==> src/rtl/soc_pkg.sv <==
`default_nettype none

package soc_pkg;

  // bus widths.
  localparam int addr_width = 32;
  localparam int data_width = 32;
  localparam int strb_width = data_width / 8;  // all zero means read.

  // address map as base and offset mask pairs.
  localparam logic [addr_width-1:0] tim_base_addr = 32'h0001_0000;
  localparam logic [addr_width-1:0] tim_mask_addr = 32'h0000_0FFF;
  localparam logic [addr_width-1:0] clint_base_addr = 32'h0200_0000;
  localparam logic [addr_width-1:0] clint_mask_addr = 32'h0000_FFFF;
  localparam logic [addr_width-1:0] uart_tx_base_addr = 32'h1000_0000;
  localparam logic [addr_width-1:0] uart_tx_mask_addr = 32'h0000_000F;

  localparam int tim_depth = 1024;  // words.

  // clint register offsets with the high words at +4.
  localparam logic [addr_width-1:0] clint_msip_offset = 32'h0000_0000;
  localparam logic [addr_width-1:0] clint_mtimecmp_offset = 32'h0000_4000;
  localparam logic [addr_width-1:0] clint_mtime_offset = 32'h0000_BFF8;
  localparam int clk_divider_rtc = 8;  // clocks per mtime tick.

  // uart transmitter.
  localparam int clk_divider_bit = 16;  // clocks per bit.
  localparam int uart_frame_bits = 10;  // start, 8 data, stop.
  localparam logic [addr_width-1:0] uart_data_offset = 32'h0000_0000;
  localparam logic [addr_width-1:0] uart_status_offset = 32'h0000_0004;

endpackage

`default_nettype wire

==> src/rtl/bus_decoder.sv <==
`default_nettype none

module bus_decoder
  import soc_pkg::*;
(
  input  logic                  clock,
  input  logic                  reset,
  input  logic                  mem_valid,
  input  logic [addr_width-1:0] mem_addr,
  output logic                  mem_ready,
  output logic [data_width-1:0] mem_rdata,
  output logic                  mem_error,
  output logic [addr_width-1:0] slave_addr,
  output logic                  tim_valid,
  input  logic                  tim_ready,
  input  logic [data_width-1:0] tim_rdata,
  output logic                  clint_valid,
  input  logic                  clint_ready,
  input  logic [data_width-1:0] clint_rdata,
  output logic                  uart_valid,
  input  logic                  uart_ready,
  input  logic [data_width-1:0] uart_rdata
);

  logic                  tim_hit;
  logic                  clint_hit;
  logic                  uart_hit;
  logic                  error_valid;
  logic                  error_ready;
  logic [addr_width-1:0] base_addr;

  // a window matches when the address with its offset bits cleared equals the base.
  always_comb begin
    tim_hit = (mem_addr & ~tim_mask_addr) == tim_base_addr;
    clint_hit = (mem_addr & ~clint_mask_addr) == clint_base_addr;
    uart_hit = (mem_addr & ~uart_tx_mask_addr) == uart_tx_base_addr;
  end

  always_comb begin
    base_addr = '0;
    if (tim_hit) begin
      base_addr = tim_base_addr;
    end
    if (clint_hit) begin
      base_addr = clint_base_addr;
    end
    if (uart_hit) begin
      base_addr = uart_tx_base_addr;
    end
  end

  assign slave_addr = mem_addr - base_addr;  // base-relative offset.

  assign tim_valid = mem_valid & tim_hit;
  assign clint_valid = mem_valid & clint_hit;
  assign uart_valid = mem_valid & uart_hit;
  assign error_valid = mem_valid & ~(tim_hit | clint_hit | uart_hit);

  // unmapped requests get an error one cycle later.
  always_ff @(posedge clock) begin
    if (reset == 1'b0) begin
      error_ready <= 1'b0;
    end else begin
      error_ready <= error_valid;
    end
  end

  // only the addressed slave can pulse ready, so ready picks the data.
  always_comb begin
    mem_rdata = '0;
    if (tim_ready) begin
      mem_rdata = tim_rdata;
    end
    if (clint_ready) begin
      mem_rdata = clint_rdata;
    end
    if (uart_ready) begin
      mem_rdata = uart_rdata;
    end
  end

  assign mem_ready = tim_ready | clint_ready | uart_ready | error_ready;
  assign mem_error = error_ready;  // error data stays zero.

endmodule

`default_nettype wire

==> config.mk <==
export PLATFORM = sky130hd
export DESIGN_NAME = bus_decoder
export DESIGN_NICKNAME = d
export VERILOG_FILES = /design/src/rtl/soc_pkg.sv /design/src/rtl/bus_decoder.sv
export SDC_FILE = /design/constraint.sdc
export NUM_CORES = 1
export LEC_CHECK = 0
export BUFFER_PORTS_ARGS = -buffer_cell sky130_fd_sc_hd__buf_2
export CAP_MARGIN = 20
export CORE_AREA = 2 2 79 81
export CTS_BUF_LIST = sky130_fd_sc_hd__clkbuf_16
export DETAILED_ROUTE_END_ITERATION = 10
export DIE_AREA = 0 0 81 83
export PLACE_DENSITY = 0.73
export SETUP_SLACK_MARGIN = 0.05
export SLEW_MARGIN = 10
export SYNTH_ARGS = -nofsm -noshare
export SYNTH_HDL_FRONTEND = slang
export SYNTH_SLANG_ARGS = --single-unit
export TNS_END_PERCENT = 5
==> constraint.sdc <==
create_clock -name clock -period 3.48 [get_ports clock]
set_clock_uncertainty 0.2 [all_clocks]
set_input_delay 0 -clock clock [delete_from_list [all_inputs] [get_ports clock]]
set_output_delay 0 -clock clock [all_outputs]
set_load 0.005 [all_outputs]
Yosys cells after proc, flatten, opt, wreduce, memory -nomap -nowiden
Cells that the tools add are included.
{"block": "totals", "elab_cells": 21, "ram_bits": 0, "in_bits": 134, "romBits": 0, "out_inout_bits": 69, "latch_bits": 0, "mem_count": 0, "ff_bits": 1}
{"block": "classes", "eq_ne": 3, "magnitude_cmp": 0, "n_mul": 0, "n_shift": 0, "n_reduce_logical": 0, "addsub": 1, "bitwise_logic": 10, "div_mod_pow": 0, "mux": 6}
{"op": "$mux 32", "n": 5}
{"op": "$sub 32x32->32", "n": 1}
{"op": "$eq 28x25->1 const B", "n": 1}
{"op": "$eq 20x5->1 const B", "n": 1}
{"op": "$mux 17", "n": 1}
{"op": "$eq 16x10->1 const B", "n": 1}
{"op": "$or 1x1->1", "n": 5}
{"op": "$and 1x1->1", "n": 4}
{"op": "$not 1->1", "n": 1}

Depth between registers and ports, before layout
{"block": "depth", "word_depth": 5, "depth_mapped": 9, "ltp_nobuf": 9}

Worst setup path after synthesis
OpenSTA, ideal clock, no wires.
{"block": "synth_timing", "path_type": "input to output", "startpoint": "in mem_addr[19]", "endpoint": "out slave_addr[31]", "t_arrival_ns": 2.301, "path_slack_ns": 0.979, "path_stages": 9, "path_buffers": 0, "required_ns": 3.280, "path_cell_list": "nor4_4 nand4_2 nor4b_2 inv_1 ha_1 nor3_1 a21boi_1 a2111oi_2 xor2_1"}
{"block": "synth_between", "elab_chain_len": 5, "word_cells_on_any_way": 7, "classes_between": "add/sub (1); eq/ne (3); mux (3)"}
{"item": "start: declaration", "line": "bus_decoder.sv:9", "text": "input logic [addr_width-1:0] mem_addr,"}
{"item": "$eq 20x5->1", "line": "bus_decoder.sv:34", "text": "tim_hit = (mem_addr & ~tim_mask_addr) == tim_base_addr;"}
{"item": "$mux 17", "line": "bus_decoder.sv:41", "text": "if (tim_hit) begin"}
{"item": "$mux 32", "line": "bus_decoder.sv:44", "text": "if (clint_hit) begin"}
{"item": "$mux 32", "line": "bus_decoder.sv:47", "text": "if (uart_hit) begin"}
{"item": "$sub 32x32->32 *", "line": "bus_decoder.sv:52", "text": "assign slave_addr = mem_addr - base_addr;"}
{"item": "end: declaration", "line": "bus_decoder.sv:13", "text": "output logic [addr_width-1:0] slave_addr,"}
Mark *: on every way between the ends. The rest lies on a longest branch, timed or not.

Worst setup path in the final report
{"block": "layout_timing", "startpoint": "in mem_addr[13]", "endpoint": "out slave_addr[30]"}
Same word-level chain as after synthesis.

==> flow_summary_export.csv <==
group,metric,value,unit
outcome,status,"completed",
sta,min_period,3.21,ns
worst_hold_path,hp-start,"mem_addr[7]",
power_and_ir_drop,seq_power_share,5.0,%
placement,gp_congestion,0.865,
synthesis,synth_warnings,0,
die,ios,203,
power_and_ir_drop,switching_share,44.3,%
layout,multi_input_area,1080,µm²
worst_setup_path,critPathLaunchType,"primary input",
synthesis,ys_seq_area_share,1.54,%
die,rows,28,
grt,grt_pass1_vias,2011,
die,core,5820,µm²
layout,fin_cells,466,
worst_setup_path,crit_fanout,3,
power_and_ir_drop,p_int,144,µW
layout,drive_gt1_share,52.4,%
routing,drc_errors,0,
sta,setup_viol,0,
worst_setup_path,critPathCaptureType,"output port",
grt,grt-ovfl-total,0,
worst_setup_path,max_stage_delay,0.57,ns
die,dieWidth,81,µm
routing,drt_iter0_markers,51,
sta,max_freq,0.312,GHz
worst_setup_path,path_cells,"dlygate4sd3_1, buf_2, or4_1, nor4_2, ha_1, ha_1, a41oi_1, mux2i_1, or4_1, buf_2",
synthesis,yosys.area.top_type_share,18.0,%
sta,drv_slew,0,
placement,placedCellCount,452,
synthesis,avgSynthCellArea,6.17,µm²
layout,nFillCells,604,
worst_setup_path,criticalPathCategory,"primary input to output port",
routing,routedWlPerCell,12.1,µm
synthesis,async_flop_share,0,%
power_and_ir_drop,power_density,110,nW/µm²
layout,largest_register_ff_count,1,
power_and_ir_drop,combPwrFrac,95.0,%
routing,detail-route-antenna-nets,0,
sta,fin_setup_tns,0,ns
worst_setup_path,cp.arrival,3.01,ns
grt,antenna_found_initial,0,
worst_hold_path,hp-class,"primary input to output port",
routing,vias,2219,
synthesis,synth_area_leaders,"a22oi_1, o21ai_0, nand2_1, buf_4, xor2_1",
layout,regArea,20.0,µm²
worst_setup_path,required,3.28,ns
sta,finalHoldViolations,0,
worst_hold_path,holdPathEnd,"slave_addr[7]",
routing,avgViaCountPerCell,4.76,
sta,worst_slew_pin_slew,0.894,ns
routing,drtPass1Iterations,4,
synthesis,syn-cell-area,1300,µm²
flow_run,drv_cap,0,
layout,areaGrowthSynthToFinish,81.6,%
clock_network,post_cts_buffers,0,
synthesis,synth_edf_count,0,
die,start_util,22.3,%
power_and_ir_drop,leakage,1.29,nW
grt,grt_pass1_wl,8.31,mm
sta,rsz0062_at_grt,"false",
die,die_h,83,µm
synthesis,synthCells,210,
grt,grt_max_degree,66,
layout,post-route-util,40.5,%
sta,postLayoutSetupSlackWorst,0.271,ns
power_and_ir_drop,irDropWorstVdd,0.0000634,V
worst_hold_path,hold_depth,2,
sta,slew_headroom,40.4,%
routing,wl,5.66,mm
layout,nets,532,
power_and_ir_drop,p_clk_share,0,%
sta,min_period_over_period,92.2,%
power_and_ir_drop,switchingPower,114,µW
placement,portBuffers,194,
synthesis,ys_top_cells_by_count,"nand2_1, o21ai_0, a22oi_1",
die,die_area,6720,µm²
worst_setup_path,slowest_stage,"or4_1",
placement,dpl.hpwl,4.65,mm
placement,dp_slack,0.618,ns
synthesis,synth.distinct_cells,37,
synthesis,synth.largest_area_cell,"a22oi_1",
layout,num_antenna_cells,0,
synthesis,syn-num-nets,349,
synthesis,ys.flop_type,"dfxtp_1",
synthesis,post-synth-top-count-cell,"nand2_1",
synthesis,ys_seq_elements,1,
power_and_ir_drop,p_total,258,µW
grt,grt_usage,14.6,%
power groups by stage:
stage          combinational [mW]  sequential [mW]  clock [mW]
2_1_floorplan               0.104           0.0126           0
3_3_place_gp                0.228           0.0128           0
3_5_place_dp                0.232           0.0127           0
4_1_cts                     0.245           0.0128           0
5_1_grt                     0.274           0.0128           0
6_report                    0.245           0.0128           0
through the flow:
stage	area, µm²	hold WS [ns]
final	2350	0.000108
after global routing	2350	0.0198
after CTS	2350	0.00230
after detailed placement	2210	-0.200
after global placement	2210	-0.200
after floorplan	1300	-0.145
area by class of cell:
class / instances / share of cell area [%]
repair buffers: 211 / 48.2
well taps: 75 / 3.99
flip-flops and latches: 1 / 0.851
inverters: 8 / 1.28
multi-input cells: 171 / 45.7
timing repair:
item                                   4_1_cts  5_1_grt
gates resized for setup                      0        0
endpoints found under the hold margin       14        0
hold buffers                                14        0
critical path, delay by kind of cell:
family / cells / cell delay [ns]
and+or+nand+nor: 3 / 1.47
buffers and inverters: 3 / 0.79
adders and majority gates: 2 / 0.45
AOI/OAI and AO/OA: 1 / 0.16
muxes: 1 / 0.15
worst max-delay path by stage:
stage,end,slack [ns],cells after the start,startpoint
floorplan,slave_addr[31],0.98,9,mem_addr[19]
detailed placement,slave_addr[31],0.62,11,mem_addr[23]
finish,slave_addr[30],0.27,10,mem_addr[13]
CTS,slave_addr[31],0.27,11,mem_addr[13]
global route,slave_addr[30],0.07,10,mem_addr[13]
global placement,slave_addr[31],0.70,11,mem_addr[23]
cell families (layout without fill, tap and decap cells):
logic type / count (synthesis) / count (layout) / share of synthesized area, %
buf+inv: 38 / 219 / 15.6
mux: 1 / 1 / 0.772
compound gates: 77 / 77 / 38.0
flops: 1 / 1 / 1.54
xor+xnor: 9 / 9 / 6.08
fa+ha+maj: 5 / 5 / 4.83
simple gates: 79 / 79 / 33.1
routing by layer:
metal	routed length [µm]	GRT usage (%)	up-vias
li1	-	-	1126
met1	2190	16.0	977
met2	3000	30.7	114
met3	459	0.652	2
met4	8	0.924	0
met5	0	0	-
cell usage in the layout, fill, tap and decap left out, types with 2 or more instances in the layout:
cell,n
nor3b_1,3
ha_1,5
o21ai_0,34
a22oi_1,31
nand2b_1,2
nand4_2,2
xor2_1,8
buf_4,3
nor3_1,5
a21oi_1,3
nand2_1,39
nor4_1,3
inv_1,8
a31oi_1,2
buf_2,194
or4_1,5
dlygate4sd3_1,14
nor2_1,8
a41oi_1,2
and2_1,2
(Power assumes the default switching activity.)
