**config.mk**
```make
export PLATFORM = sky130hd
export DESIGN_NAME = uart_tx
export DESIGN_NICKNAME = d
export VERILOG_FILES = /design/src/rtl/soc_pkg.sv /design/src/rtl/uart_tx.sv
export SDC_FILE = /design/constraint.sdc
export NUM_CORES = 1
export LEC_CHECK = 0
export BUFFER_PORTS_ARGS = -buffer_cell sky130_fd_sc_hd__buf_2
export CAP_MARGIN = 15
export CORE_MARGIN = 2
export CORE_UTILIZATION = 45
export CTS_BUF_LIST = sky130_fd_sc_hd__clkbuf_8
export DETAILED_ROUTE_END_ITERATION = 10
export PLACE_DENSITY = 0.93
export SYNTH_ARGS = -nofsm -noshare
export SYNTH_HDL_FRONTEND = slang
export SYNTH_SLANG_ARGS = --single-unit
```
**constraint.sdc**
```tcl
create_clock -name clock -period 2.9 [get_ports clock]
set_clock_uncertainty 0.15 [all_clocks]
set_input_delay 0.58 -clock clock [delete_from_list [all_inputs] [get_ports clock]]
set_output_delay 0.58 -clock clock [all_outputs]
set_load 0.01 [all_outputs]
```
**src/rtl/soc_pkg.sv**
```systemverilog
`default_nettype none

package soc_pkg;

  // bus widths.
  localparam int addr_width = 32;
  localparam int data_width = 32;
  localparam int strb_width = data_width / 8;  // all zero means read.

  // address map as base and offset mask pairs.
  localparam logic [addr_width-1:0] tim_base_addr = 32'h0001_0000;
  localparam logic [addr_width-1:0] tim_mask_addr = 32'h0000_0FFF;
  localparam logic [addr_width-1:0] clint_base_addr = 32'h0200_0000;
  localparam logic [addr_width-1:0] clint_mask_addr = 32'h0000_FFFF;
  localparam logic [addr_width-1:0] uart_tx_base_addr = 32'h1000_0000;
  localparam logic [addr_width-1:0] uart_tx_mask_addr = 32'h0000_000F;

  localparam int tim_depth = 1024;  // words.

  // clint register offsets with the high words at +4.
  localparam logic [addr_width-1:0] clint_msip_offset = 32'h0000_0000;
  localparam logic [addr_width-1:0] clint_mtimecmp_offset = 32'h0000_4000;
  localparam logic [addr_width-1:0] clint_mtime_offset = 32'h0000_BFF8;
  localparam int clk_divider_rtc = 8;  // clocks per mtime tick.

  // uart transmitter.
  localparam int clk_divider_bit = 16;  // clocks per bit.
  localparam int uart_frame_bits = 10;  // start, 8 data, stop.
  localparam logic [addr_width-1:0] uart_data_offset = 32'h0000_0000;
  localparam logic [addr_width-1:0] uart_status_offset = 32'h0000_0004;

endpackage

`default_nettype wire

```
**src/rtl/uart_tx.sv**
```systemverilog
`default_nettype none

module uart_tx
  import soc_pkg::*;
(
  input  logic                  clock,
  input  logic                  reset,
  input  logic                  valid,
  input  logic [addr_width-1:0] addr,
  input  logic [data_width-1:0] wdata,
  input  logic [strb_width-1:0] wstrb,
  output logic                  ready,
  output logic [data_width-1:0] rdata,
  output logic                  tx
);

  logic [uart_frame_bits-1:0]         frame;
  logic [$clog2(clk_divider_bit)-1:0] baud_cnt;
  logic [$clog2(uart_frame_bits)-1:0] bit_cnt;
  logic                               busy;
  logic                               pending;
  logic [7:0]                         pend_data;
  logic                               data_wr;
  logic                               bit_end;
  logic                               frame_end;
  logic                               start;

  assign data_wr = valid && (wstrb != '0) && (addr == uart_data_offset);
  assign bit_end = baud_cnt == $bits(baud_cnt)'(clk_divider_bit - 1);
  assign frame_end = busy && bit_end && (bit_cnt == $bits(bit_cnt)'(uart_frame_bits - 1));
  // a new frame starts when idle or right after the stop bit.
  assign start = (pending || data_wr) && (!busy || frame_end);

  assign tx = frame[0];

  always_ff @(posedge clock) begin
    if (reset == 1'b0) begin
      frame <= '1;  // line idles high.
      baud_cnt <= '0;
      bit_cnt <= '0;
      busy <= 1'b0;
      pending <= 1'b0;
      ready <= 1'b0;
    end else begin
      ready <= start || (valid && !data_wr);  // held writes answer on start.
      if (start) begin
        frame <= {1'b1, pending ? pend_data : wdata[7:0], 1'b0};
        baud_cnt <= '0;
        bit_cnt <= '0;
        busy <= 1'b1;
        pending <= 1'b0;
      end else if (busy) begin
        if (bit_end) begin
          baud_cnt <= '0;
          frame <= {1'b1, frame[uart_frame_bits-1:1]};  // lsb first.
          if (frame_end) begin
            busy <= 1'b0;
          end else begin
            bit_cnt <= bit_cnt + 1'b1;
          end
        end else begin
          baud_cnt <= baud_cnt + 1'b1;
        end
        if (data_wr) begin
          pending <= 1'b1;
        end
      end
    end
  end

  always_ff @(posedge clock) begin
    if (data_wr) begin
      pend_data <= wdata[7:0];
    end
  end

  // status holds busy in bit 0.
  always_ff @(posedge clock) begin
    if (valid && (wstrb == '0) && (addr == uart_status_offset)) begin
      rdata <= {{(data_width - 1) {1'b0}}, busy};
    end else begin
      rdata <= '0;
    end
  end

endmodule

`default_nettype wire

```
Word-level counts from Yosys, hierarchy flattened. Index checks and enable logic that the tools add are counted.

Flip-flop bits (word level): 60. Bits of input ports: 71. Output and inout port bits: 34. Word-level logic and storage cells: 47.

$add $sub $neg: 2. Eq/ne operators: 3. Multiplexer cells: 9. Bitwise gates (word level): 2. Reduce and logical (&&, ||, !) cells: 22.

Operator list (count): $eq A32 B3 Y1 const B (1); $logic_not A32 Y1 (1); $mux W9 (3); $add A4 B1 Y4 const B (2); $eq A4 B4 Y1 const B (2); $logic_and A1 B1 Y1 (8); $mux W8 (1); $logic_not A4 Y1 (1); $mux W1 (4); $mux W4 (1); $reduce_and A2 Y1 (2); $reduce_bool A2 Y1 (2); $reduce_bool A4 Y1 (1); $logic_or A1 B1 Y1 (3); $reduce_and A3 Y1 (1); $logic_not A1 Y1 (2); $not A1 Y1 (2); $reduce_or A2 Y1 (1).

Logic depth before layout (Yosys ltp). Gate-level depths: netlist of the first run.

Depth after elaboration: 7. Gate-level depth with buffers: 9. Gate-level depth less buffers: 7.

Worst setup path before layout of the first run. OpenSTA, ideal clock, no wires.

Path type: input port to flip-flop. Start: input port addr[26]. End: register baud_cnt[3]. Setup time: 0.116 ns. Arrival time: 2.306 ns. Data required time: 2.634 ns. Setup slack: 0.329 ns. Stages on the path: 6. Buffers on the path: 1. Cell sequence: nor4_1 nand4_1 nor3_1 o21ai_1 clkbuf_2 and3_1.

Word-level cells in the longest chain between the ends: 5.

RTL lines: start, declared (RTL line uart_tx.sv:9) `input logic [addr_width-1:0] addr,`; $logic_not A32 Y1 (RTL line uart_tx.sv:28) `assign data_wr = valid && (wstrb != '0) && (addr == uart_data_offset);`; $logic_and A1 B1 Y1 (RTL line uart_tx.sv:28); net data_wr (RTL line uart_tx.sv:23) `logic data_wr;`; $logic_or A1 B1 Y1 (RTL line uart_tx.sv:32) `assign start = (pending || data_wr) && (!busy || frame_end);`; $logic_and A1 B1 Y1 (RTL line uart_tx.sv:32); $reduce_or A2 Y1 (no line); end signal, assigned (RTL line uart_tx.sv:62) `baud_cnt <= baud_cnt + 1'b1;`; end, declared (RTL line uart_tx.sv:18) `logic [$clog2(clk_divider_bit)-1:0] baud_cnt;`.

The timed path passes the listed nets, and every way through them passes these cells. A chain may end at the register's enable or synchronous reset.

Worst setup path in the final report of the first run.
Start: input port addr[26]. End: register frame[3].

Word-level cells in the longest chain between the ends: 6. Elaborated cells between the ends (all ways): 8. Classes of those cells: 1 x mux; 7 x reduce/logical.

RTL lines: $logic_not A32 Y1 (*) (RTL line uart_tx.sv:28); $logic_and A1 B1 Y1 (*) (RTL line uart_tx.sv:28); $logic_or A1 B1 Y1 (*) (RTL line uart_tx.sv:32); $logic_and A1 B1 Y1 (*) (RTL line uart_tx.sv:32); $reduce_bool A2 Y1 (no line); $reduce_and A2 Y1 (no line); end signal, assigned (RTL line uart_tx.sv:47) `frame <= {1'b1, pending ? pend_data : wdata[7:0], 1'b0};`; end signal, assigned (RTL line uart_tx.sv:55) `frame <= {1'b1, frame[uart_frame_bits-1:1]};`; end, declared (RTL line uart_tx.sv:17) `logic [uart_frame_bits-1:0] frame;`.

Every way passes the cells marked *; elsewhere a longest branch is shown, timed or not.

==> results of run 1 <==
cell families (layout without fill, tap and decap cells):
group	after synthesis	count (layout)	synth area share, %
xor gates and xnor gates	4	4	1.922
DFF	29	29	36.24
muxes	10	10	6.040
AOI/OAI and AO/OA	41	41	18.05
other	1	31	0.2057
buffers and inverters	46	66	16.81
and+or+nand+nor	58	58	18.67
adders and majority gates	3	3	2.059
layout make-up:
| cell class | count | area, um^2 | area share (%) |
|---|---|---|---|
| multi-input cells | 147 | 968.4 | 46.65 |
| flip-flops and latches | 29 | 660.6 | 31.83 |
| repair buffers | 54 | 282.8 | 13.62 |
| clock buffers | 5 | 68.82 | 3.315 |
| well taps | 50 | 62.56 | 3.014 |
| clock inverters | 3 | 17.52 | 0.8439 |
| inverters | 4 | 15.01 | 0.7233 |
worst max-delay path: cells and delay by family:
family | cells | cell delay [ns]
and+or+nand+nor | 3 | 0.93
AOI/OAI and AO/OA | 2 | 0.41
buffers and inverters | 2 | 0.35
state kept, by name, indices dropped and copies added (netlist names):
signal,cells
busy,1
pend_data,8
frame,9
pending,1
rdata,1
baud_cnt,4
ready,1
bit_cnt,4
synthesized netlist by cell type, types with 6 or more instances:
cell type   n
buf_4      32
dfxtp_1    21
nor2_1     13
o21ai_0     9
edfxtp_1    8
mux2_2      8
nor4_1      8
a22oi_1     7
a311o_2     7
a32oi_1     7
and3_1      7
nor2b_1     7
nand2_1     6
worst paths after layout:
| check | endpoint | slack [ns] | cells past startpoint |
|---|---|---|---|
| setup / recovery | frame[3] | 0.66 | 7 |
| hold / removal | pend_data[2] | 0.32 | 1 |
| setup reg to reg | bit_cnt[3] | 0.78 | 6 |
| hold reg to reg | frame[0] | 0.37 | 1 |
metrics by stage:
stage	setup slack, ns	utilization (%)	hold slack [ns]	total power (W)	std cells
6_report	0.6644	52.65	0.3199	0.0008220	292
4_1_cts	0.6819	52.65	0.3153	0.0008267	292
2_1_floorplan	0.3288	-	0.3235	0.0004947	222
5_1_grt	0.4682	52.65	0.3126	0.0008513	292
3_3_place_gp	0.4334	50.46	0.3459	0.0005001	284
3_5_place_dp	0.3779	50.46	0.3598	0.0005016	284
power by group through the flow:
stage / clock, W / combinational, W / sequential [W]
after detailed placement: 0 / 0.0000762 / 0.000425
final: 0.000328 / 0.0000776 / 0.000416
after CTS: 0.000334 / 0.0000767 / 0.000416
after global routing: 0.000349 / 0.0000859 / 0.000416
after floorplan: 0 / 0.0000689 / 0.000426
after global placement: 0 / 0.0000747 / 0.000425
layer usage:
layer  vias up  track usage (%)
met5         -                0
met4         0            8.673
met3         8            4.667
met2       108            31.00
met1       721            19.71
li1        748                -
==> key figures, run 1 <==
Outcome
  • Status: completed

Routing
  • Antenna viol nets, final: 0
  • WL met3: 393 um
  • Initial DRC count: 100
  • Wl on met1: 1.473 mm
  • WL/cell: 13.22 um
  • Wire length on met2: 1.888 mm
  • Highest Signal Layer: met4
  • DR vias/cell: 5.428
  • Via count: 1585
  • Detailed Route WL: 3.859 mm
  • DRT Pass-1 Iters: 4
  • Post-route DRC violation count: 0

Critical path
  • Largest stage delay on the critical path: 0.36 ns
  • Crit path from: addr[26]
  • Crit-path slowest cell: nor2_1
  • CP arrival: 2.29 ns
  • Critical path cell sequence: buf_2 > nor4_1 > nand4_1 > buf_4 > nor2_1 > o21ai_0 > a32oi_1
  • Element type at the critical path start: primary input
  • Setup Crit Path Kind: in2reg
  • WP data required: 2.96 ns
  • CP Capture Type: register
  • Crit-path max FO: 9
  • Reg2reg start: baud_cnt[0]

CTS
  • CTS clk-pin slew, worst paths: 0.07 ns
  • Hold-fix buffer count after cts: 0
  • CTS sink cnt: 29
  • Buffer depth of the longest clock path: 2
  • TritonCTS Buffers: 5
  • Worst-Skew Late Latency: 0.30 ns
  • CTS resizes: 0
  • # Post-CTS Setup Buffers: 0
  • CTS tree: yes
  • H-Tree Depth: 2
  • Clock root buffer: clkbuf_8

STA
  • Unrepaired setup endpoints after global routing: no
  • Final setup violation count: 0
  • Worst slew pin tran: 0.6581 ns
  • Tcrit/Tclk final: 77.09%
  • Final Slew Violations: 0
  • F_max: 0.4473 GHz
  • Slew headroom: 55.83%
  • Tmin final: 2.236 ns
  • Final Hold Viols: 0
  • Total Neg Setup Slack: 0 ns

Cells and area
  • Fill cells: 349
  • Commonest non-fill, non-tap cell in the layout: buf_2
  • # nets final: 315
  • Diodes inserted: 0
  • Area growth from synthesis to layout: 13.86%
  • Fin area: 2076 um^2
  • Most frequent cells in the layout: buf_2, conb_1, dfxtp_1
  • Layout cells sized above 1: 34.71%

Synthesis
  • Largest area contributor in the synthesized netlist: dfxtp_1
  • Synth top area share: 23.06%
  • Synth unique cells: 44
  • Synth Flop Type: dfxtp_1
  • Number of synthesized flops with an enable pin: 8
  • Ys Warns: 0
  • Cell area after synthesis: 1823 um^2
  • Post-Syn Instances: 192
  • Post-synthesis sequential element count: 29
  • Ranking of synthesized cells by area: dfxtp_1, buf_4, edfxtp_1
  • Seq/Total Area, Yosys: 36.24%
  • Share of synthesized registers carrying an async set or reset: 0%
  • Mean Syn Cell Area: 9.495 um^2

Power and ir drop
  • Max VDD drop: 0.0003063 V
  • Leak: 0.8924 nW
  • Combinational share of power: 9.4%
  • Net Sw Power: 0.0002085 W
  • Sequential share of power: 50.7%
  • Switching Fraction: 25.36%
  • PwrDens: 396.0 nW/um^2
  • P_int: 0.0006136 W
  • Clock Power Share: 39.9%

Floorplan
  • IO Count: 105
  • Full die area: 4577 um^2
  • Core Area: 3943 um^2
  • Cell row count: 23
  • Vert. Die Dim: 67.65 um
  • Die X: 67.65 um
  • Initial core utilization: 46.24%

Placement
  • Final HPWL DP: 2.861 mm
  • Placer Congestion: 0.8533
  • Cell Area, Placed: 1989 um^2
  • PortBufs: 49

Hold path
  • Min-Delay Path Class: in2reg
  • HP Start: wdata[2]

GRT
  • Vias in the first global route: 1375
  • Global-route wire length before repair: 5.975 mm
  • GR Overflow Total: 0
  • GR Util All Layers: 17.71%
  • Initial antenna violation count: 0
  • Largest net degree at the start of global routing: 18

Job
  • Max-cap violation count: 0
Note: power is estimated with default switching activity, not from simulation.
==> run 2: changes to the inputs <==
--- a/config.mk
+++ b/config.mk
@@ -8,10 +8,10 @@
 export BUFFER_PORTS_ARGS = -buffer_cell sky130_fd_sc_hd__buf_2
 export CAP_MARGIN = 15
 export CORE_MARGIN = 2
-export CORE_UTILIZATION = 45
+export CORE_UTILIZATION = 41
 export CTS_BUF_LIST = sky130_fd_sc_hd__clkbuf_8
 export DETAILED_ROUTE_END_ITERATION = 10
-export PLACE_DENSITY = 0.93
+export PLACE_DENSITY = 0.9
 export SYNTH_ARGS = -nofsm -noshare
 export SYNTH_HDL_FRONTEND = slang
 export SYNTH_SLANG_ARGS = --single-unit
==> constraint.sdc (replaced) <==
create_clock -name clock -period 2 [get_ports clock]
set_clock_uncertainty 0.15 [all_clocks]
set_input_delay 0.4 -clock clock [delete_from_list [all_inputs] [get_ports clock]]
set_output_delay 0.4 -clock clock [all_outputs]
set_load 0.01 [all_outputs]
==> key figures, run 2 (same netlist as run 1, synthesis figures left out) <==
GRT
  • Met2 Track Usage GR: 28.45% (-2.6 points)
  • GR Overflow Total: 0 (unchanged)
  • GR Layer Usage met3: 4.843% (+0.18 points)
  • Largest net degree at the start of global routing: 17 (-1)
  • Busiest grt layer: met2
  • GR Util All Layers: 17.28% (-0.44 points)
  • Global-route wire length before repair: 6.762 mm (+13%)
  • Met1 usage: 19.77% (+0.057 points)
  • Initial antenna violation count: 0 (unchanged)
  • Vias in the first global route: 1588 (+15%)

Cells and area
  • Commonest non-fill, non-tap cell in the layout: buf_2
  • # nets final: 331 (+5.1%)
  • Layout cells sized above 1: 42.25% (+7.5 points)
  • Register area: 663.1 um^2 (+0.38%)
  • Fin area: 2258 um^2 (+8.8%)
  • Most frequent cells in the layout: buf_2, conb_1, buf_4
  • Biggest register: frame
  • Core Util, Final: 52.23% (-0.42 points)
  • Max reg flops: 9 (unchanged)
  • Largest registers: frame: 9 flops, pend_data: 8 flops
  • Area of the multi-input gates: 1032 um^2 (+6.6%)
  • Diodes inserted: 0 (unchanged)
  • Fill cells: 395 (+13%)
  • Area growth from synthesis to layout: 23.88%

STA
  • F_max: 0.5336 GHz
  • Tcrit/Tclk final: 93.71%
  • Final Slew Violations: 0 (unchanged)
  • Unrepaired setup endpoints after global routing: no
  • Final Hold Viols: 0 (unchanged)
  • Final setup violation count: 0 (unchanged)
  • Tmin final: 1.874 ns
  • Setup ws final: 0.1258 ns (-0.5386 ns)

Power and ir drop
  • Leak: 0.9879 nW (+11%)
  • PwrDens: 518.5 nW/um^2 (+31%)
  • Max VDD drop: 0.0002223 V (-27%)

Routing
  • WL/cell: 13.70 um (+3.7%)
  • Detailed Route WL: 4.248 mm (+10%)
  • DR vias/cell: 5.303 (-2.3%)
  • Via count: 1644 (+3.7%)
  • Antenna viol nets, final: 0 (unchanged)
  • Initial DRC count: 133 (+33%)
  • Post-route DRC violation count: 0 (unchanged)
  • DRT Pass-1 Iters: 4 (unchanged)

Critical path
  • Setup Crit Path Kind: reg2reg
  • CP Capture Type: register
  • Crit-path max FO: 3 (-6)
  • Reg2reg start: baud_cnt[0]
  • Reg2reg setup slack: 0.13 ns (-0.65 ns)
  • CP arrival: 1.91 ns (-0.38 ns)
  • Element type at the critical path start: register
  • Reg2reg path depth: 7 (+1)
  • WP data required: 2.03 ns (-0.93 ns)
  • Reg2reg end: bit_cnt[3]

CTS
  • H-Tree Depth: 2 (unchanged)
  • CTS tree: yes
  • CTS sink cnt: 29 (unchanged)
  • TritonCTS Buffers: 5 (unchanged)
  • Worst-Skew Late Latency: 0.29 ns (about the same)
  • Buffer depth of the longest clock path: 2 (unchanged)
  • CTS clk-pin slew, worst paths: 0.06 ns (about the same)
  • Clock root buffer: clkbuf_8

Placement
  • Final HPWL DP: 3.176 mm (+11%)
  • PortBufs: 49 (unchanged)
  • Cell Area, Placed: 2142 um^2 (+7.7%)
  • Placer Congestion: 0.8468 (-0.76%)
  • Setup WS pre-CTS: -0.1086 ns (-0.4864 ns)

Hold path
  • Hold Path Depth: 1 (unchanged)
  • HP Start: wdata[4]
  • Hold EP: pend_data[4]
  • Min-Delay Path Class: in2reg

Floorplan
  • Core Area: 4324 um^2 (+9.7%)
  • Full die area: 4996 um^2 (+9.2%)
  • Vert. Die Dim: 70.68 um (+4.5%)
  • IO Count: 105 (unchanged)
  • Cell row count: 24 (+4.3%)
  • Initial core utilization: 42.16% (-4.1 points)
  • Die X: 70.68 um (+4.5%)

Outcome
  • Status: completed

Job
  • Max-cap violation count: 0 (unchanged)
run 2: worst max path at each step:
stage | from | endpoint | slack [ns] | cells past startpoint
5_1_grt | bit_cnt[0] | frame[5] | 0.005 | 8
3_5_place_dp | addr[10] | frame[7] | -0.11 | 7
4_1_cts | baud_cnt[0] | frame[7] | 0.003 | 7
2_1_floorplan | addr[1] | frame[1] | 0.01 | 7
3_3_place_gp | wstrb[1] | frame[0] | -0.06 | 6
6_report | baud_cnt[0] | bit_cnt[3] | 0.13 | 7
run 2: where the power goes:
group / leakage [nW] / switching, W / total [W] / internal [W]
logic: 0.693 / 0.0000686 / 0.000118 / 0.0000495
registers: 0.243 / 0.000000183 / 0.000604 / 0.000604
clock network: 0.0519 / 0.000218 / 0.000449 / 0.000231
run 2: area by class of cell:
class / instances / share of cell area [%]
clock buffer: 5 / 3.047
clock inverter: 3 / 0.4986
inverter: 4 / 0.6648
multi-input combinational: 147 / 45.71
sequential: 29 / 29.36
tap: 52 / 2.881
timing repair buffer: 70 / 17.84
run 2: repair_timing:
action,in CTS,in global routing
gates resized for setup,0,10
hold buffers,0,0
hold endpoints to repair,0,0
setup buffers,0,0
endpoints found under the setup margin,0,11
run 2: stage by stage:
| stage | cells | total power (W) | setup TNS (ns) | hold slack, ns |
|---|---|---|---|---|
| 2_1_floorplan | 222 | 0.0007187 | 0 | 0.3232 |
| 3_3_place_gp | 302 | 0.0007313 | -0.2929 | 0.3438 |
| 3_5_place_dp | 302 | 0.0007340 | -0.8164 | 0.3527 |
| 4_1_cts | 310 | 0.001184 | 0 | 0.1398 |
| 5_1_grt | 310 | 0.001226 | 0 | 0.1387 |
| 6_report | 310 | 0.001171 | 0 | 0.1476 |
run 2: layer usage:
metal  part of all wire (%)  wire (um)
met4                    2.5        105
met5                      0          0
met2                     49       2085
met3                    7.2        305
met1                     41       1753
run 2: critical path, stage by stage (launching register included):
cell and delay [ns]:
dfxtp_1 0.34, ha_2 0.20, nand3_1 0.13, buf_4 0.18, a311oi_4 0.31, nand4_1 0.15, xnor2_1 0.14, and3_1 0.17
==> run 3: changes to the inputs <==
--- a/config.mk
+++ b/config.mk
@@ -7,11 +7,11 @@
 export LEC_CHECK = 0
 export BUFFER_PORTS_ARGS = -buffer_cell sky130_fd_sc_hd__buf_2
 export CAP_MARGIN = 15
+export CORE_ASPECT_RATIO = 1.1
 export CORE_MARGIN = 2
-export CORE_UTILIZATION = 41
-export CTS_BUF_LIST = sky130_fd_sc_hd__clkbuf_8
+export CORE_UTILIZATION = 40
 export DETAILED_ROUTE_END_ITERATION = 10
-export PLACE_DENSITY = 0.9
+export PLACE_DENSITY = 0.88
 export SYNTH_ARGS = -nofsm -noshare
 export SYNTH_HDL_FRONTEND = slang
 export SYNTH_SLANG_ARGS = --single-unit
==> key figures, run 3 (same netlist as run 1, synthesis figures left out) <==
Floorplan
  • Initial core utilization: 41.93% (-0.23 points)
  • Core Area: 4348 um^2 (+0.55%)
  • Vert. Die Dim: 74.81 um (+5.8%)
  • IO Count: 105 (unchanged)
  • Full die area: 5114 um^2 (+2.4%)
  • Die X: 68.37 um (-3.3%)
  • Cell row count: 25 (+4.2%)

CTS
  • CTS sink cnt: 29 (unchanged)
  • Worst-Skew Late Latency: 0.29 ns (about the same)
  • CTS clk-pin slew, worst paths: 0.07 ns (about the same)
  • Clock root buffer: clkbuf_8
  • H-Tree Depth: 2 (unchanged)
  • TritonCTS Buffers: 5 (unchanged)
  • Buffer depth of the longest clock path: 2 (unchanged)
  • CTS tree: yes

Critical path
  • WP data required: 2.01 ns (-0.02 ns)
  • Crit-path max FO: 12 (+9)
  • Element type at the critical path start: register
  • CP Capture Type: register
  • Setup Crit Path Kind: reg2reg
  • CP top delay family: flip-flops
  • Reg2reg end: frame[3]
  • Crit-path slowest cell: dfxtp_1
  • Worst path buffer plus inverter count: 0 (-1)
  • Crit path from: pending
  • Largest stage delay on the critical path: 0.66 ns (+0.32 ns)
  • Reg2reg path depth: 4 (-3)
  • Reg2reg setup slack: 0.07 ns (-0.05 ns)
  • CP arrival: 1.93 ns (+0.02 ns)
  • Critical path cell sequence: mux2_2 > a311o_2 > o21ai_0 > a32oi_1
  • Reg2reg start: pending

Cells and area
  • Fin area: 2292 um^2 (+1.5%)
  • Layout cells sized above 1: 42.97% (+0.72 points)
  • Max reg flops: 9 (unchanged)
  • Most frequent cells in the layout: buf_2, conb_1, buf_4
  • # nets final: 336 (+1.5%)
  • Biggest register: frame
  • Diodes inserted: 0 (unchanged)
  • Largest registers: frame: 9 flops, pend_data: 8 flops
  • Commonest non-fill, non-tap cell in the layout: buf_2
  • Area growth from synthesis to layout: 25.74%

STA
  • Worst slew pin tran: 0.5428 ns
  • Tmin final: 1.927 ns (+0.05303 ns)
  • Setup ws final: 0.07275 ns (-0.05303 ns)
  • Final Slew Violations: 0 (unchanged)
  • Final setup violation count: 0 (unchanged)
  • F_max: 0.5189 GHz (-2.8%)
  • Hold WS: 0.1478 ns (+0.0001870 ns)
  • Final Hold Viols: 0 (unchanged)
  • Total Neg Setup Slack: 0 ns (unchanged)
  • Slew headroom: 63.76%
  • Tcrit/Tclk final: 96.36% (+2.7 points)
  • Unrepaired setup endpoints after global routing: no

GRT
  • Largest net degree at the start of global routing: 13 (-4)
  • GR Util All Layers: 17.43% (+0.16 points)
  • GR Overflow Total: 0 (unchanged)
  • Vias in the first global route: 1566 (-1.4%)
  • Initial antenna violation count: 0 (unchanged)
  • Global-route wire length before repair: 6.637 mm (-1.8%)

Routing
  • Initial DRC count: 168 (+26%)
  • Detailed Route WL: 4.162 mm (-2.0%)
  • Antenna viol nets, final: 0 (unchanged)
  • WL/cell: 13.13 um (-4.2%)
  • Post-route DRC violation count: 0 (unchanged)
  • Via count: 1637 (-0.43%)
  • DR vias/cell: 5.164 (-2.6%)
  • DRT Pass-1 Iters: 4 (unchanged)

Placement
  • Setup WS pre-CTS: -0.2671 ns (-0.1585 ns)
  • PortBufs: 49 (unchanged)
  • Cell Area, Placed: 2175 um^2 (+1.5%)
  • Final HPWL DP: 3.186 mm (+0.31%)
  • Placer Congestion: 0.8642 (+2.1%)

Power and ir drop
  • PwrDens: 531.9 nW/um^2 (+2.6%)
  • Max VDD drop: 0.0002247 V (+1.1%)
  • Leak: 1.011 nW (+2.3%)

Hold path
  • Min-Delay Path Class: in2reg
  • Hold Path Depth: 1 (unchanged)
  • Hold EP: pend_data[4]
  • HP Start: wdata[4]

Job
  • Max-cap violation count: 0 (unchanged)

Outcome
  • Status: completed
-- run 3: cell count changes in the layout (fill, tap and decap cells not counted), sizes merged --
cell,delta
inv,-3
clkinv,+2
clkbuf,+1
buf,+5
-- run 3: area by class of cell --
cell class | instances | area (um^2)
fillers | 402 | 2056
multi-input cells | 147 | 1016
flip-flops and latches | 29 | 661.9
repair buffers | 75 | 440.4
clock buffers | 6 | 82.58
well taps | 54 | 67.56
inverters | 4 | 15.01
clock inverters | 2 | 8.758
-- run 3: layer usage --
| layer | global-route usage [%] | wire length (um) |
|---|---|---|
| met1 | 20.47 | 1678 |
| met2 | 30.64 | 2093 |
| met3 | 3.139 | 318 |
| met4 | 8.000 | 72 |
| met5 | 0 | 0 |
-- run 3: stage by stage --
stage                     instances  power (W)  utilization [%]
after floorplan                 222  0.0007187                -
after global placement          308  0.0007337            50.01
after detailed placement        308  0.0007372            50.01
after CTS                       316   0.001229            52.12
after global routing            317   0.001282            52.72
final                           317   0.001219            52.72
-- run 3: worst reg2reg max path, cell delays in order, from the launching register on --
cell	delay (ns)
dfxtp_1	0.66
mux2_2	0.40
a311o_2	0.37
o21ai_0	0.09
a32oi_1	0.13
-- run 3: worst max path at each step --
stage | cells past startpoint | slack [ns] | end
6_report | 4 | 0.07 | frame[3]
5_1_grt | 9 | 0.005 | frame[3]
4_1_cts | 7 | 0.004 | frame[3]
3_5_place_dp | 7 | -0.27 | frame[3]
3_3_place_gp | 7 | -0.20 | frame[3]
2_1_floorplan | 7 | 0.01 | frame[1]
-- run 3: report_power, final --
part	switching (W)	internal (W)	total (W)
registers	0.000000178	0.000604	0.000604
logic	0.0000704	0.0000515	0.000122
clock network	0.000222	0.000272	0.000493
-- run 3: timing repair --
item / 4_1_cts / 5_1_grt
setup buffers: 0 / 1
hold buffers: 0 / 0
endpoints found under the setup margin: 0 / 10
resized for setup: 0 / 6
